--- config.mk ---
export PLATFORM = sky130hd
export DESIGN_NAME = sparcCore
export DESIGN_NICKNAME = d
export VERILOG_FILES = /design/src/rtl/sparcPkg.sv /design/src/rtl/instrDecoder.sv /design/src/rtl/registerFile.sv /design/src/rtl/decodeStage.sv /design/src/rtl/executeStage.sv /design/src/rtl/retireBuffer.sv /design/src/rtl/sparcCore.sv
export SDC_FILE = /design/constraint.sdc
export NUM_CORES = 2
export LEC_CHECK = 0
export BUFFER_PORTS_ARGS = -buffer_cell sky130_fd_sc_hd__buf_2
export CELL_PAD_IN_SITES_DETAIL_PLACEMENT = 0
export CELL_PAD_IN_SITES_GLOBAL_PLACEMENT = 1
export CORE_MARGIN = 1.5
export CORE_UTILIZATION = 58
export CTS_CLUSTER_DIAMETER = 30
export DETAILED_ROUTE_END_ITERATION = 8
export PLACE_DENSITY_LB_ADDON = 0.1
export SYNTH_ARGS = -nofsm -noshare
export SYNTH_HDL_FRONTEND = slang
export SYNTH_SLANG_ARGS = --single-unit
--- constraint.sdc ---
create_clock -name Clk -period 9.47 [get_ports Clk]
set_clock_uncertainty 0.1 [all_clocks]
set_input_delay 0.4735 -clock Clk [delete_from_list [all_inputs] [get_ports Clk]]
set_output_delay 0.4735 -clock Clk [all_outputs]
set_load 0.02 [all_outputs]
--- src/rtl/sparcPkg.sv ---
package sparcPkg;

    localparam int DataWidth    = 32;
    localparam int RegAddrWidth = 5;
    localparam int NumRegs      = 2 ** RegAddrWidth;
    localparam int Op3Width     = 6;
    localparam int AluOpWidth   = 4;
    localparam int CcWidth      = 4;
    localparam int ShamtWidth   = $clog2(DataWidth);

    // Instruction word field positions
    localparam int OpLsb       = 30;
    localparam int RdLsb       = 25;
    localparam int Op2Lsb      = 22;
    localparam int Op3Lsb      = 19;
    localparam int Rs1Lsb      = 14;
    localparam int IBit        = 13;
    localparam int Rs2Lsb      = 0;
    localparam int Simm13Width = 13;
    localparam int Imm22Width  = 22;
    localparam int SethiShift  = 10;
    localparam int Op3CcBit    = 4;    // Set on the cc variants

    localparam logic [1:0] OpSethi  = 2'b00;   // Format 2, qualified by op2
    localparam logic [1:0] OpArith  = 2'b10;
    localparam logic [2:0] Op2Sethi = 3'b100;

    // op3 with the cc bit cleared
    localparam logic [Op3Width-1:0] Op3Add  = 6'h00;
    localparam logic [Op3Width-1:0] Op3And  = 6'h01;
    localparam logic [Op3Width-1:0] Op3Or   = 6'h02;
    localparam logic [Op3Width-1:0] Op3Xor  = 6'h03;
    localparam logic [Op3Width-1:0] Op3Sub  = 6'h04;
    localparam logic [Op3Width-1:0] Op3Andn = 6'h05;
    localparam logic [Op3Width-1:0] Op3Orn  = 6'h06;
    localparam logic [Op3Width-1:0] Op3Xnor = 6'h07;
    localparam logic [Op3Width-1:0] Op3Addx = 6'h08;
    localparam logic [Op3Width-1:0] Op3Subx = 6'h0C;
    localparam logic [Op3Width-1:0] Op3Sll  = 6'h25;
    localparam logic [Op3Width-1:0] Op3Srl  = 6'h26;
    localparam logic [Op3Width-1:0] Op3Sra  = 6'h27;

    // Condition code bits, N Z V C from the top
    localparam int FlagN = 3;
    localparam int FlagZ = 2;
    localparam int FlagV = 1;
    localparam int FlagC = 0;

    localparam logic [AluOpWidth-1:0] AluAdd   = 4'd0;
    localparam logic [AluOpWidth-1:0] AluAddx  = 4'd1;
    localparam logic [AluOpWidth-1:0] AluSub   = 4'd2;
    localparam logic [AluOpWidth-1:0] AluSubx  = 4'd3;
    localparam logic [AluOpWidth-1:0] AluAnd   = 4'd4;
    localparam logic [AluOpWidth-1:0] AluOr    = 4'd5;
    localparam logic [AluOpWidth-1:0] AluXor   = 4'd6;
    localparam logic [AluOpWidth-1:0] AluAndn  = 4'd7;
    localparam logic [AluOpWidth-1:0] AluOrn   = 4'd8;
    localparam logic [AluOpWidth-1:0] AluXnor  = 4'd9;
    localparam logic [AluOpWidth-1:0] AluSll   = 4'd10;
    localparam logic [AluOpWidth-1:0] AluSrl   = 4'd11;
    localparam logic [AluOpWidth-1:0] AluSra   = 4'd12;
    localparam logic [AluOpWidth-1:0] AluPassB = 4'd13;

    // Retire queue, also the issue credits held by the source after reset
    localparam int RetireDepth    = 4;
    localparam int RetirePtrWidth = $clog2(RetireDepth);
    localparam int CreditWidth    = 16;   // Consumer credits may pile up while idle

endpackage

--- src/rtl/instrDecoder.sv ---
`timescale 1ns/1ps

module instrDecoder
    import sparcPkg::*;
(
    input  logic [DataWidth-1:0]  instr,
    output logic [AluOpWidth-1:0] aluOp,
    output logic                  writeEn,
    output logic                  ccEn,
    output logic                  useImm,
    output logic [DataWidth-1:0]  imm
);

    logic [1:0]          op;
    logic [2:0]          op2;
    logic [Op3Width-1:0] op3;
    logic [Op3Width-1:0] op3Base;
    logic                known;
    logic                ccSel;

    assign op      = instr[OpLsb +: 2];
    assign op2     = instr[Op2Lsb +: 3];
    assign op3     = instr[Op3Lsb +: Op3Width];
    assign op3Base = op3 & ~(Op3Width'(1) << Op3CcBit);

    always_comb
    begin
        aluOp  = AluAdd;
        known  = 1'b1;
        ccSel  = 1'b0;
        useImm = instr[IBit];
        imm    = {{(DataWidth - Simm13Width){instr[Simm13Width-1]}},
                  instr[Simm13Width-1:0]};
        if (op == OpSethi && op2 == Op2Sethi)
        begin
            // Also covers nop, which targets %g0
            aluOp  = AluPassB;
            useImm = 1'b1;
            imm    = DataWidth'(instr[Imm22Width-1:0]) << SethiShift;
        end
        else if (op == OpArith)
        begin
            // 11xxxx holds save, jmpl and friends, none of them kept
            known = ~(op3[Op3Width-1] & op3[Op3CcBit]);
            ccSel = op3[Op3CcBit];
            case (op3Base)
                Op3Add:  aluOp = AluAdd;
                Op3Addx: aluOp = AluAddx;
                Op3Sub:  aluOp = AluSub;
                Op3Subx: aluOp = AluSubx;
                Op3And:  aluOp = AluAnd;
                Op3Andn: aluOp = AluAndn;
                Op3Or:   aluOp = AluOr;
                Op3Orn:  aluOp = AluOrn;
                Op3Xor:  aluOp = AluXor;
                Op3Xnor: aluOp = AluXnor;
                Op3Sll:  aluOp = AluSll;
                Op3Srl:  aluOp = AluSrl;
                Op3Sra:  aluOp = AluSra;
                default: known = 1'b0;
            endcase
        end
        else
        begin
            known = 1'b0;   // Call, branches, memory ops
        end
    end

    // No write for %g0 so it never shows up as a forwarding source
    assign writeEn = known && (instr[RdLsb +: RegAddrWidth] != '0);
    assign ccEn    = known && ccSel;

endmodule

--- src/rtl/registerFile.sv ---
`timescale 1ns/1ps

module registerFile
    import sparcPkg::*;
(
    input  logic                    Clk,
    input  logic                    arstN,
    input  logic [RegAddrWidth-1:0] rdAddrA,
    input  logic [RegAddrWidth-1:0] rdAddrB,
    output logic [DataWidth-1:0]    rdDataA,
    output logic [DataWidth-1:0]    rdDataB,
    input  logic                    wrEn,
    input  logic [RegAddrWidth-1:0] wrAddr,
    input  logic [DataWidth-1:0]    wrData
);

    logic [DataWidth-1:0] regs [NumRegs];

    always_ff @(posedge Clk or negedge arstN)
    begin
        if (!arstN)
        begin
            for (int i = 0; i < NumRegs; i++)
            begin
                regs[i] <= '0;
            end
        end
        else if (wrEn && wrAddr != '0)   // %g0 stays zero
        begin
            regs[wrAddr] <= wrData;
        end
    end

    assign rdDataA = (rdAddrA == '0) ? '0 : regs[rdAddrA];
    assign rdDataB = (rdAddrB == '0) ? '0 : regs[rdAddrB];

endmodule

--- src/rtl/decodeStage.sv ---
`timescale 1ns/1ps

module decodeStage
    import sparcPkg::*;
(
    input  logic                    Clk,
    input  logic                    arstN,
    input  logic                    inValid,
    input  logic [DataWidth-1:0]    inInstr,
    output logic [RegAddrWidth-1:0] rfAddrA,
    output logic [RegAddrWidth-1:0] rfAddrB,
    input  logic [DataWidth-1:0]    rfDataA,
    input  logic [DataWidth-1:0]    rfDataB,
    input  logic                    exWriteEn,
    input  logic [RegAddrWidth-1:0] exRd,
    input  logic [DataWidth-1:0]    exResult,
    input  logic                    wbWriteEn,
    input  logic [RegAddrWidth-1:0] wbRd,
    input  logic [DataWidth-1:0]    wbResult,
    output logic                    dxValid,
    output logic [AluOpWidth-1:0]   dxAluOp,
    output logic [DataWidth-1:0]    dxOpA,
    output logic [DataWidth-1:0]    dxOpB,
    output logic [RegAddrWidth-1:0] dxRd,
    output logic                    dxWriteEn,
    output logic                    dxCcEn
);

    logic                  idValid;
    logic [DataWidth-1:0]  idInstr;
    logic [AluOpWidth-1:0] aluOp;
    logic                  writeEn;
    logic                  ccEn;
    logic                  useImm;
    logic [DataWidth-1:0]  imm;
    logic [DataWidth-1:0]  opA;
    logic [DataWidth-1:0]  opB;

    instrDecoder u_instrDecoder (
        .instr   (idInstr),
        .aluOp   (aluOp),
        .writeEn (writeEn),
        .ccEn    (ccEn),
        .useImm  (useImm),
        .imm     (imm)
    );

    assign rfAddrA = idInstr[Rs1Lsb +: RegAddrWidth];
    assign rfAddrB = idInstr[Rs2Lsb +: RegAddrWidth];

    // Youngest producer wins
    function automatic logic [DataWidth-1:0] forwardOperand(
        input logic [RegAddrWidth-1:0] addr,
        input logic [DataWidth-1:0]    rfData
    );
        if (addr == '0)
            return '0;
        else if (exWriteEn && exRd == addr)
            return exResult;
        else if (wbWriteEn && wbRd == addr)
            return wbResult;
        else
            return rfData;
    endfunction

    always_comb
    begin
        opA = forwardOperand(rfAddrA, rfDataA);
        opB = useImm ? imm : forwardOperand(rfAddrB, rfDataB);
    end

    always_ff @(posedge Clk or negedge arstN)
    begin
        if (!arstN)
        begin
            idValid   <= 1'b0;
            dxValid   <= 1'b0;
            dxWriteEn <= 1'b0;
            dxCcEn    <= 1'b0;
        end
        else
        begin
            idValid   <= inValid;
            dxValid   <= idValid;
            dxWriteEn <= idValid & writeEn;   // Bubbles never write
            dxCcEn    <= idValid & ccEn;
        end
    end

    always_ff @(posedge Clk)
    begin
        if (inValid)
        begin
            idInstr <= inInstr;
        end
        dxAluOp <= aluOp;
        dxOpA   <= opA;
        dxOpB   <= opB;
        dxRd    <= idInstr[RdLsb +: RegAddrWidth];
    end

endmodule

--- src/rtl/executeStage.sv ---
`timescale 1ns/1ps

module executeStage
    import sparcPkg::*;
(
    input  logic                    Clk,
    input  logic                    arstN,
    input  logic                    dxValid,
    input  logic [AluOpWidth-1:0]   dxAluOp,
    input  logic [DataWidth-1:0]    dxOpA,
    input  logic [DataWidth-1:0]    dxOpB,
    input  logic [RegAddrWidth-1:0] dxRd,
    input  logic                    dxWriteEn,
    input  logic                    dxCcEn,
    output logic                    exWriteEn,
    output logic [RegAddrWidth-1:0] exRd,
    output logic [DataWidth-1:0]    exResult,
    output logic                    wbValid,
    output logic [RegAddrWidth-1:0] wbRd,
    output logic                    wbWriteEn,
    output logic [DataWidth-1:0]    wbResult,
    output logic [CcWidth-1:0]      wbCc
);

    logic [DataWidth-1:0] result;
    logic [DataWidth:0]   sum;
    logic                 carryIn;
    logic                 ovf;
    logic                 carry;
    logic [CcWidth-1:0]   flags;
    logic [CcWidth-1:0]   psr;   // icc field of the status register

    assign carryIn = (dxAluOp == AluAddx || dxAluOp == AluSubx) ? psr[FlagC] : 1'b0;

    always_comb
    begin
        sum    = '0;
        result = '0;
        ovf    = 1'b0;
        carry  = 1'b0;
        case (dxAluOp)
            AluAdd, AluAddx:
            begin
                sum    = {1'b0, dxOpA} + {1'b0, dxOpB} + {{DataWidth{1'b0}}, carryIn};
                result = sum[DataWidth-1:0];
                carry  = sum[DataWidth];
                ovf    = (dxOpA[DataWidth-1] == dxOpB[DataWidth-1])
                         && (result[DataWidth-1] != dxOpA[DataWidth-1]);
            end
            AluSub, AluSubx:
            begin
                sum    = {1'b0, dxOpA} - {1'b0, dxOpB} - {{DataWidth{1'b0}}, carryIn};
                result = sum[DataWidth-1:0];
                carry  = sum[DataWidth];   // Borrow
                ovf    = (dxOpA[DataWidth-1] != dxOpB[DataWidth-1])
                         && (result[DataWidth-1] != dxOpA[DataWidth-1]);
            end
            AluAnd:   result = dxOpA & dxOpB;
            AluAndn:  result = dxOpA & ~dxOpB;
            AluOr:    result = dxOpA | dxOpB;
            AluOrn:   result = dxOpA | ~dxOpB;
            AluXor:   result = dxOpA ^ dxOpB;
            AluXnor:  result = ~(dxOpA ^ dxOpB);
            AluSll:   result = dxOpA << dxOpB[ShamtWidth-1:0];
            AluSrl:   result = dxOpA >> dxOpB[ShamtWidth-1:0];
            AluSra:   result = $signed(dxOpA) >>> dxOpB[ShamtWidth-1:0];
            AluPassB: result = dxOpB;   // sethi
            default:  result = '0;
        endcase
    end

    // Logic ops leave V and C clear
    always_comb
    begin
        flags        = '0;
        flags[FlagN] = result[DataWidth-1];
        flags[FlagZ] = (result == '0);
        flags[FlagV] = ovf;
        flags[FlagC] = carry;
    end

    assign exWriteEn = dxWriteEn;
    assign exRd      = dxRd;
    assign exResult  = result;

    always_ff @(posedge Clk or negedge arstN)
    begin
        if (!arstN)
        begin
            psr       <= '0;
            wbValid   <= 1'b0;
            wbWriteEn <= 1'b0;
        end
        else
        begin
            if (dxCcEn)
            begin
                psr <= flags;
            end
            wbValid   <= dxValid;
            wbWriteEn <= dxWriteEn;
        end
    end

    always_ff @(posedge Clk)
    begin
        wbRd     <= dxRd;
        wbResult <= result;
        wbCc     <= dxCcEn ? flags : psr;   // Status as seen after this instruction
    end

endmodule

--- src/rtl/retireBuffer.sv ---
`timescale 1ns/1ps

module retireBuffer
    import sparcPkg::*;
(
    input  logic                    Clk,
    input  logic                    arstN,
    input  logic                    wbValid,
    input  logic [RegAddrWidth-1:0] wbRd,
    input  logic                    wbWriteEn,
    input  logic [DataWidth-1:0]    wbResult,
    input  logic [CcWidth-1:0]      wbCc,
    input  logic                    retCredit,
    output logic                    retValid,
    output logic [RegAddrWidth-1:0] retRd,
    output logic [DataWidth-1:0]    retData,
    output logic [CcWidth-1:0]      retCc,
    output logic                    inCredit
);

    logic [RegAddrWidth-1:0]   rdMem   [RetireDepth];
    logic [DataWidth-1:0]      dataMem [RetireDepth];
    logic [CcWidth-1:0]        ccMem   [RetireDepth];
    logic [RetirePtrWidth-1:0] wrPtr;
    logic [RetirePtrWidth-1:0] rdPtr;
    logic [RetirePtrWidth:0]   count;
    logic [CreditWidth-1:0]    creditCnt;
    logic                      push;
    logic                      pop;

    assign push = wbValid;
    assign pop  = (count != '0) && (creditCnt != '0);

    // No-write entries retire as rd 0, data 0
    always_ff @(posedge Clk)
    begin
        if (push)
        begin
            rdMem[wrPtr]   <= wbWriteEn ? wbRd : '0;
            dataMem[wrPtr] <= wbWriteEn ? wbResult : '0;
            ccMem[wrPtr]   <= wbCc;
        end
    end

    always_ff @(posedge Clk or negedge arstN)
    begin
        if (!arstN)
        begin
            wrPtr     <= '0;
            rdPtr     <= '0;
            count     <= '0;
            creditCnt <= '0;
            inCredit  <= 1'b0;
        end
        else
        begin
            if (push)
            begin
                wrPtr <= wrPtr + 1'b1;
            end
            if (pop)
            begin
                rdPtr <= rdPtr + 1'b1;
            end
            count     <= count + (RetirePtrWidth + 1)'(push) - (RetirePtrWidth + 1)'(pop);
            creditCnt <= creditCnt + CreditWidth'(retCredit) - CreditWidth'(pop);
            inCredit  <= pop;   // Slot freed, hand the credit back to the source
        end
    end

    assign retValid = pop;
    assign retRd    = rdMem[rdPtr];
    assign retData  = dataMem[rdPtr];
    assign retCc    = ccMem[rdPtr];

endmodule

--- src/rtl/sparcCore.sv ---
`timescale 1ns/1ps

module sparcCore
    import sparcPkg::*;
(
    input  logic                    Clk,
    input  logic                    arstN,
    input  logic                    inValid,
    input  logic [DataWidth-1:0]    inInstr,
    output logic                    inCredit,
    input  logic                    retCredit,
    output logic                    retValid,
    output logic [RegAddrWidth-1:0] retRd,
    output logic [DataWidth-1:0]    retData,
    output logic [CcWidth-1:0]      retCc
);

    logic [RegAddrWidth-1:0] rfAddrA;
    logic [RegAddrWidth-1:0] rfAddrB;
    logic [DataWidth-1:0]    rfDataA;
    logic [DataWidth-1:0]    rfDataB;

    logic                    dxValid;
    logic [AluOpWidth-1:0]   dxAluOp;
    logic [DataWidth-1:0]    dxOpA;
    logic [DataWidth-1:0]    dxOpB;
    logic [RegAddrWidth-1:0] dxRd;
    logic                    dxWriteEn;
    logic                    dxCcEn;

    logic                    exWriteEn;
    logic [RegAddrWidth-1:0] exRd;
    logic [DataWidth-1:0]    exResult;

    logic                    wbValid;
    logic [RegAddrWidth-1:0] wbRd;
    logic                    wbWriteEn;
    logic [DataWidth-1:0]    wbResult;
    logic [CcWidth-1:0]      wbCc;

    decodeStage u_decodeStage (
        .Clk       (Clk),
        .arstN     (arstN),
        .inValid   (inValid),
        .inInstr   (inInstr),
        .rfAddrA   (rfAddrA),
        .rfAddrB   (rfAddrB),
        .rfDataA   (rfDataA),
        .rfDataB   (rfDataB),
        .exWriteEn (exWriteEn),
        .exRd      (exRd),
        .exResult  (exResult),
        .wbWriteEn (wbWriteEn),
        .wbRd      (wbRd),
        .wbResult  (wbResult),
        .dxValid   (dxValid),
        .dxAluOp   (dxAluOp),
        .dxOpA     (dxOpA),
        .dxOpB     (dxOpB),
        .dxRd      (dxRd),
        .dxWriteEn (dxWriteEn),
        .dxCcEn    (dxCcEn)
    );

    // Written from the writeback register, one edge after the result lands there
    registerFile u_registerFile (
        .Clk     (Clk),
        .arstN   (arstN),
        .rdAddrA (rfAddrA),
        .rdAddrB (rfAddrB),
        .rdDataA (rfDataA),
        .rdDataB (rfDataB),
        .wrEn    (wbWriteEn),
        .wrAddr  (wbRd),
        .wrData  (wbResult)
    );

    executeStage u_executeStage (
        .Clk       (Clk),
        .arstN     (arstN),
        .dxValid   (dxValid),
        .dxAluOp   (dxAluOp),
        .dxOpA     (dxOpA),
        .dxOpB     (dxOpB),
        .dxRd      (dxRd),
        .dxWriteEn (dxWriteEn),
        .dxCcEn    (dxCcEn),
        .exWriteEn (exWriteEn),
        .exRd      (exRd),
        .exResult  (exResult),
        .wbValid   (wbValid),
        .wbRd      (wbRd),
        .wbWriteEn (wbWriteEn),
        .wbResult  (wbResult),
        .wbCc      (wbCc)
    );

    retireBuffer u_retireBuffer (
        .Clk       (Clk),
        .arstN     (arstN),
        .wbValid   (wbValid),
        .wbRd      (wbRd),
        .wbWriteEn (wbWriteEn),
        .wbResult  (wbResult),
        .wbCc      (wbCc),
        .retCredit (retCredit),
        .retValid  (retValid),
        .retRd     (retRd),
        .retData   (retData),
        .retCc     (retCc),
        .inCredit  (inCredit)
    );

endmodule

=== Word level (Yosys, flattened, before mapping) ===
Memory sizes are Yosys's and may differ from the RTL's.
Cells that the tools add are included.

* Add/sub/neg operators: 10
* Multipliers: 0
* Divide/modulo/power cells: 0
* Order comparisons: 4
* Eq/ne operators: 35
* Shifts and indexed selects: 3
* Mux-type cells: 33
* Bitwise gates (word level): 15
* Reductions and logical operators: 27

{| class="wikitable"
|+ Operator list
! operator !! count
|-
| $bwmux 1024 || 1
|-
| $mux 32 || 13
|-
| $pmux 32 s12 || 1
|-
| $bmux 32 s5 || 2
|-
| $demux 32 s5 || 1
|-
| $and 32x32->32 || 2
|-
| $not 32->32 || 2
|-
| $or 32x32->32 || 2
|-
| $pmux 4 s12 || 1
|-
| $add 32x32->33 || 1
|-
| $add 33x1->33 || 1
|-
| $sub 32x32->33 || 1
|-
| $sub 33x1->33 || 1
|-
| $logic_not 32->1 || 1
|-
| $shl 32x5->32 || 1
|-
| $shr 32x5->32 || 1
|-
| $sshr 32x5->32 || 1
|-
| $xor 32x32->32 || 1
|-
| $eq 4x4->1 const B || 6
|-
| $eq 5x3->1 const B || 4
|-
| $eq 5x5->1 || 4
|-
| $ge 6x6->1 const B || 3
|-
| $not 5->6 || 3
|-
| $add 16x1->16 || 1
|-
| other kinds (33) || 72
|}

* Register bits after elaboration: 1,204
* Latch bits: 0
* Memory bits (writable): 164
* ROM bits: 0
* Input port bits: 36
* Output and inout port bits: 43
* Memories kept: 3

{| class="wikitable"
|+ Memory list
! memory !! words !! bits a word !! read ports !! clocked after memory_dff !! wr ports !! line !! text
|-
| u_retireBuffer.dataMem || 4 || 32 || 1 || 0 || 1 || retireBuffer.sv:22 || <nowiki>logic [DataWidth-1:0] dataMem [RetireDepth];</nowiki>
|-
| u_retireBuffer.rdMem || 4 || 5 || 1 || 0 || 1 || retireBuffer.sv:21 || <nowiki>logic [RegAddrWidth-1:0] rdMem [RetireDepth];</nowiki>
|-
| u_retireBuffer.ccMem || 4 || 4 || 1 || 0 || 1 || retireBuffer.sv:23 || <nowiki>logic [CcWidth-1:0] ccMem [RetireDepth];</nowiki>
|}

=== Logic depth before layout (Yosys ltp) ===
* Depth in word-level cells: 8
* Mapped depth: 22

=== By module ===
From an unflattened synthesis, not the netlist that was laid out.

* Cell total of the unflattened synthesis: 6,416
* Area, all modules: 80,932.6 µm²

{| class="wikitable"
|+ Modules (own cells, without submodules)
! module !! instances !! cells an instance !! area an instance (µm²) !! seq. area each (µm²)
|-
| registerFile || 1 || 3,624 || 54,367.1 || 25,624.6
|-
| executeStage || 1 || 1,866 || 13,385.3 || 970.9
|-
| retireBuffer || 1 || 436 || 7,893.8 || 5,525.3
|-
| decodeStage || 1 || 407 || 4,747.1 || 2,522.4
|-
| instrDecoder || 1 || 83 || 539.3 || 0.0
|}

=== Worst setup path after synthesis ===
OpenSTA, ideal clock, no wires.

* Kind: register to register
* From: register u_decodeStage.dxAluOp[0]
* To: register u_executeStage.psr[2]
* Setup time: 0.069 ns
* Arrival: 4.817 ns
* Data required time: 9.301 ns
* Setup slack: 4.484 ns
* Cell stages (with the launch flop): 22
* Path buffers: 3
* Clock period less this slack: 4.986 ns
* Path through: dfxtp_1 > buf_2 > buf_1 > buf_1 > nand4_1 > inv_1 > fa_1 > inv_1 > ha_1 > nor2_1 > fa_1 > nand2_1 > a31oi_1 > o221a_2 > o31ai_1 > a21oi_1 > xnor2_1 > nand2_1 > o211ai_1 > or4_1 > nor4b_2 > a22o_1

* Word-level cells in the longest chain between the ends: 7

{| class="wikitable"
|+ RTL lines
! what !! line !! text
|-
| start: declaration || decodeStage.sv:21 || <nowiki>output logic [AluOpWidth-1:0] dxAluOp,</nowiki>
|-
| start signal: assignment || decodeStage.sv:96 || <nowiki>dxAluOp <= aluOp;</nowiki>
|-
| $eq 4x1->1 / $eq 4x2->1 (equally long branches) || executeStage.sv:33, executeStage.sv:41 ||
|-
| $logic_or 1x1->1 || executeStage.sv:33 || <nowiki>assign carryIn = (dxAluOp == AluAddx || dxAluOp == AluSubx) ? psr[FlagC] : 1'b0;</nowiki>
|-
| $mux 1 || executeStage.sv:33 ||
|-
| $sub 33x1->33 / $add 33x1->33 (equally long branches) || executeStage.sv:52, executeStage.sv:44 ||
|-
| $pmux 32 s12 (*) || executeStage.sv:41 || <nowiki>case (dxAluOp)</nowiki>
|-
| net exResult[20] || sparcCore.sv:33 || <nowiki>logic [DataWidth-1:0] exResult;</nowiki>
|-
| $logic_not 32->1 (*) || executeStage.sv:77 || <nowiki>flags[FlagZ] = (result == '0);</nowiki>
|-
| $mux 4 (*) || - ||
|-
| end signal: assignment || executeStage.sv:98 || <nowiki>psr <= flags;</nowiki>
|-
| end: declaration || executeStage.sv:31 || <nowiki>logic [CcWidth-1:0] psr;</nowiki>
|}

The timed path passes the listed nets; every way through them passes the cells marked *.
A chain may end at the register's enable or synchronous reset.

=== Worst setup path after layout ===
* From: register u_decodeStage.dxAluOp[3]
* To: register u_executeStage.psr[2]

The elaborated chain is that of the path after synthesis.

==> summary.md <==
| Metric | Value |
|---|---|
| Run status | finished clean |
| Global-route wire length before repair | 396 mm |
| H-tree depth | 5 |
| Top cells by area, synth | dfrtp_1 34%, mux4_2 20%, mux2_2 15% |
| Top cells by instance count after synthesis | 1058 x dfrtp_1, 1024 x mux2_2, 694 x mux4_2 |
| Layout Nets | 5973 |
| Psw | 6.30 mW |
| Seq pwr share | 0.327 |
| Dpl hpwl | 164 mm |
| Core area | 133000 um2 |
| Comb power frac | 0.176 |
| Pre-CTS setup slack | 3.70 ns |
| Slowest cell delay on critical path | 0.71 ns |
| Post-synth EDFFs | 196 |
| Average size of a mapped cell | 13.4 um2 |
| Netlist cell types | 96 |
| Fill cell count | 9297 |
| GR Util All Layers | 0.403 |
| Yosys warns | 0 |
| Register area share after synthesis | 0.445 |
| # port buffers | 78 |
| Final min period | 5.95 ns |
| PnR worst setup slack | 3.52 ns |
| Most frequent cell after synthesis | dfrtp_1 |
| I/O pins | 79 |
| Top-area cell type share of the netlist area | 0.340 |
| Fin crit share | 0.628 |
| Largest net degree at the start of global routing | 170 |
| MaxCap Viol Count | 0 |
| P_int | 15.5 mW |
| Sw frac | 0.289 |
| Bufs on Longest Clock Path | 4 |
| HP Class | primary input to async pin |
| Synth-to-Final Area Change | 16.6% |
| Static Leakage | 40.0 nW |
| GR Overflow Total | 0 |
| Final GP Congestion | 1.03 |
| First DRT Iteration DRCs | 6863 |
| Critical Path AT | 6.61 ns |
| Clk pin slew, worst setup/hold paths | 0.04 ns |
| Relative slew slack | 0.0407 |
| Power density over cell area | 241 nW/um2 |
| Final hold violation count | 0 |
| Post-Place Cells | 7223 |
| Post-synth top area cell | dfrtp_1 |
| #FFs+latches synth | 1368 |
| Clock Power Share | 0.497 |
| Post-DRT Antenna Nets | 0 |
| Predominant post-synthesis flop cell | dfrtp_1 |
| CP Max Fanout | 32 |
| WP data required | 10.13 ns |
| Worst VDD drop | 0.207 mV |
| Clk Latency, worst-skew pair | 0.92 ns |
| CTS Root Buffer Type | clkbuf_16 |
| Average wire per standard cell | 34.8 um |
| Setup CP Type | flop to flop |
| Gate Count Post-Synth | 5799 |
| Vias per std cell | 7.14 |
| DRC viols | 0 |
| Synth Cell Area | 77800 um2 |
| Unrepaired setup endpoints after global routing | false |
| Fraction of registers with async set/reset | 0.773 |
| Max Slew Vio Count | 0 |
| Setup tns final | 0 ns |
| Die width | 369 um |
| Setup Viol. Count Final | 0 |
| Utilization after layout | 0.680 |
| Post_cts resized | 0 |
| Die area | 136000 um2 |
| Slowest cell on crit path | o31ai_1 |
| CP Launch Type | flop |
| Slew @ Worst Pin | 1.43 ns |
| Layout cells sized above 1 | 0.422 |
| WL final | 272 mm |
| Starting Density | 0.584 |
| TritonRoute pass-1 iters | 8 |
| Critical path cell sequence | buf_4 > inv_1 > nand4_1 > inv_1 > fa_1 > inv_1 > ha_1 > nor2_1 > fa_1 > nand2_1 > a31oi_1 > o221a_2 > o31ai_1 > a21oi_1 > xnor2_1 > nand2_1 > o211ai_1 > or4_1 > nor4b_2 > a22o_1 |
| Syn Nets | 5964 |
| Post-Layout Cell Count | 7817 |
| CP Capture Type | flop |
| Row count | 134 |
| Via count | 55833 |
| CTS Buf Count | 317 |
| Vias in the first global route | 56131 |
| Fmax | 168 MHz |
| DIE HEIGHT | 369 um |
| Clk sinks | 1368 |
| Post-CTS Setup Inserts | 0 |
| TritonCTS clock tree | built |
| Antenna violations before repair | 10 |
| Most used cell, CP | inv_1 |
final timing paths:
| path | start | slack [ns] | cells past startpoint | endpoint |
|---|---|---|---|---|
| max in group asynchronous | arstN | 6.52 | 4 | u_registerFile.regs[767]$_DFFE_PN0P_ |
| worst min-delay path | arstN | 0.08 | 2 | u_registerFile.regs[269]$_DFFE_PN0P_ |
| worst max-delay path | u_decodeStage.dxAluOp[3]$_SDFF_PP1_ | 3.52 | 20 | u_executeStage.psr[2]$_DFF_PN0_ |
| min in group Clk | inInstr[0] | 0.17 | 2 | u_decodeStage.idInstr[0]$_DFFE_PP_ |
| worst max register to register | u_decodeStage.dxAluOp[3]$_SDFF_PP1_ | 3.52 | 20 | u_executeStage.psr[2]$_DFF_PN0_ |
| worst min register to register | u_decodeStage.dxValid$_DFF_PN0_ | 0.26 | 0 | u_executeStage.wbValid$_DFF_PN0_ |
final cells by class:
| type | instances | area, um2 | area share |
|---|---|---|---|
| multi-input combinational | 3700 | 40600 | 0.447 |
| sequential | 1368 | 34700 | 0.382 |
| clock buffer | 407 | 8840 | 0.0974 |
| tap | 1768 | 2210 | 0.0244 |
| timing repair buffer | 254 | 1960 | 0.0216 |
| clock inverter | 151 | 1800 | 0.0199 |
| inverter | 167 | 627 | 0.00691 |
| antenna | 2 | 5.00 | 0.0000552 |
flip-flops by register name, indices dropped and copies added, names as in the netlist, 5 cells and up:
signal	count
u_executeStage.wbResult	32
u_decodeStage.idInstr	32
u_decodeStage.dxOpB	32
u_decodeStage.dxOpA	32
u_retireBuffer.dataMem	128
u_decodeStage.dxRd	5
u_retireBuffer.ccMem	16
u_retireBuffer.rdMem	20
u_retireBuffer.creditCnt	16
u_registerFile.regs	1024
u_executeStage.wbRd	5
worst max-delay path: cells and delay by family, from the launching register on:
family	cells	cell delay [ns]
flip-flops	1	0.30
adder cells (fa/ha/maj)	3	1.10
AO/OA/AOI/OAI	6	1.88
AND/OR/NAND/NOR	6	1.35
XOR/XNOR	1	0.20
buffers and inverters	4	0.94
through the flow:
| step | hold slack (ns) | instance area [um2] | power (mW) |
|---|---|---|---|
| 3_3_place_gp | 0.239 | 79700 | 10.9 |
| 4_1_cts | 0.0872 | 90700 | 21.8 |
| 5_1_grt | 0.152 | 90700 | 22.5 |
| 6_report | 0.0842 | 90700 | 21.8 |
| 2_1_floorplan | 0.0779 | 77800 | 9.55 |
| 3_5_place_dp | 0.241 | 79700 | 10.9 |
repair_timing:
item / in CTS / in global routing
hold buffers: 34 / 0
setup endpoints to repair: 0 / 0
endpoints found under the hold margin: 132 / 0
power by group through the flow:
stage	sequential (mW)	clock, mW	combinational, mW
floorplan	6.85	0	2.70
global placement	7.16	0	3.73
detailed placement	7.20	0	3.75
CTS	7.12	10.9	3.80
global route	7.19	11.2	4.08
finish	7.14	10.8	3.84
cell usage in the layout (no fill, tap or decap), types with 44 or more instances in the layout:
master	count
a211oi_1	58
a21oi_1	233
and2_1	46
buf_2	77
buf_4	130
clkbuf_16	322
clkbuf_8	46
clkinv_2	48
dfrtp_1	1056
dfxtp_1	92
edfxtp_1	196
ha_1	123
inv_1	160
mux2_2	1024
mux2i_1	157
mux4_2	694
nand2_1	168
nor2_1	295
nor3_1	50
o21ai_0	115
o22ai_1	58
xnor2_1	44
cell families (layout without fill, tap and decap cells):
group,after synthesis,after routing,share of synthesized area
AND/OR/NAND/NOR,826,826,0.0509
XOR/XNOR,76,76,0.00856
AO/OA/AOI/OAI,793,793,0.0681
other,0,2,0
adder cells (fa/ha/maj),129,129,0.0213
multiplexers,1876,1876,0.370
buffers and inverters,731,979,0.0363
flip-flops,1368,1368,0.445
routing by layer:
layer | global-route usage | part of all wire | up-vias | wire length, um
met1 | 0.566 | 0.40 | 29473 | 109000
li1 | - | - | 22426 | -
met4 | 0.186 | 0.050 | 6 | 13600
met2 | 0.598 | 0.45 | 3209 | 123000
met3 | 0.0952 | 0.099 | 719 | 27000
met5 | 0 | 0.00015 | - | 40
Note: power is estimated with default switching activity, not from simulation.
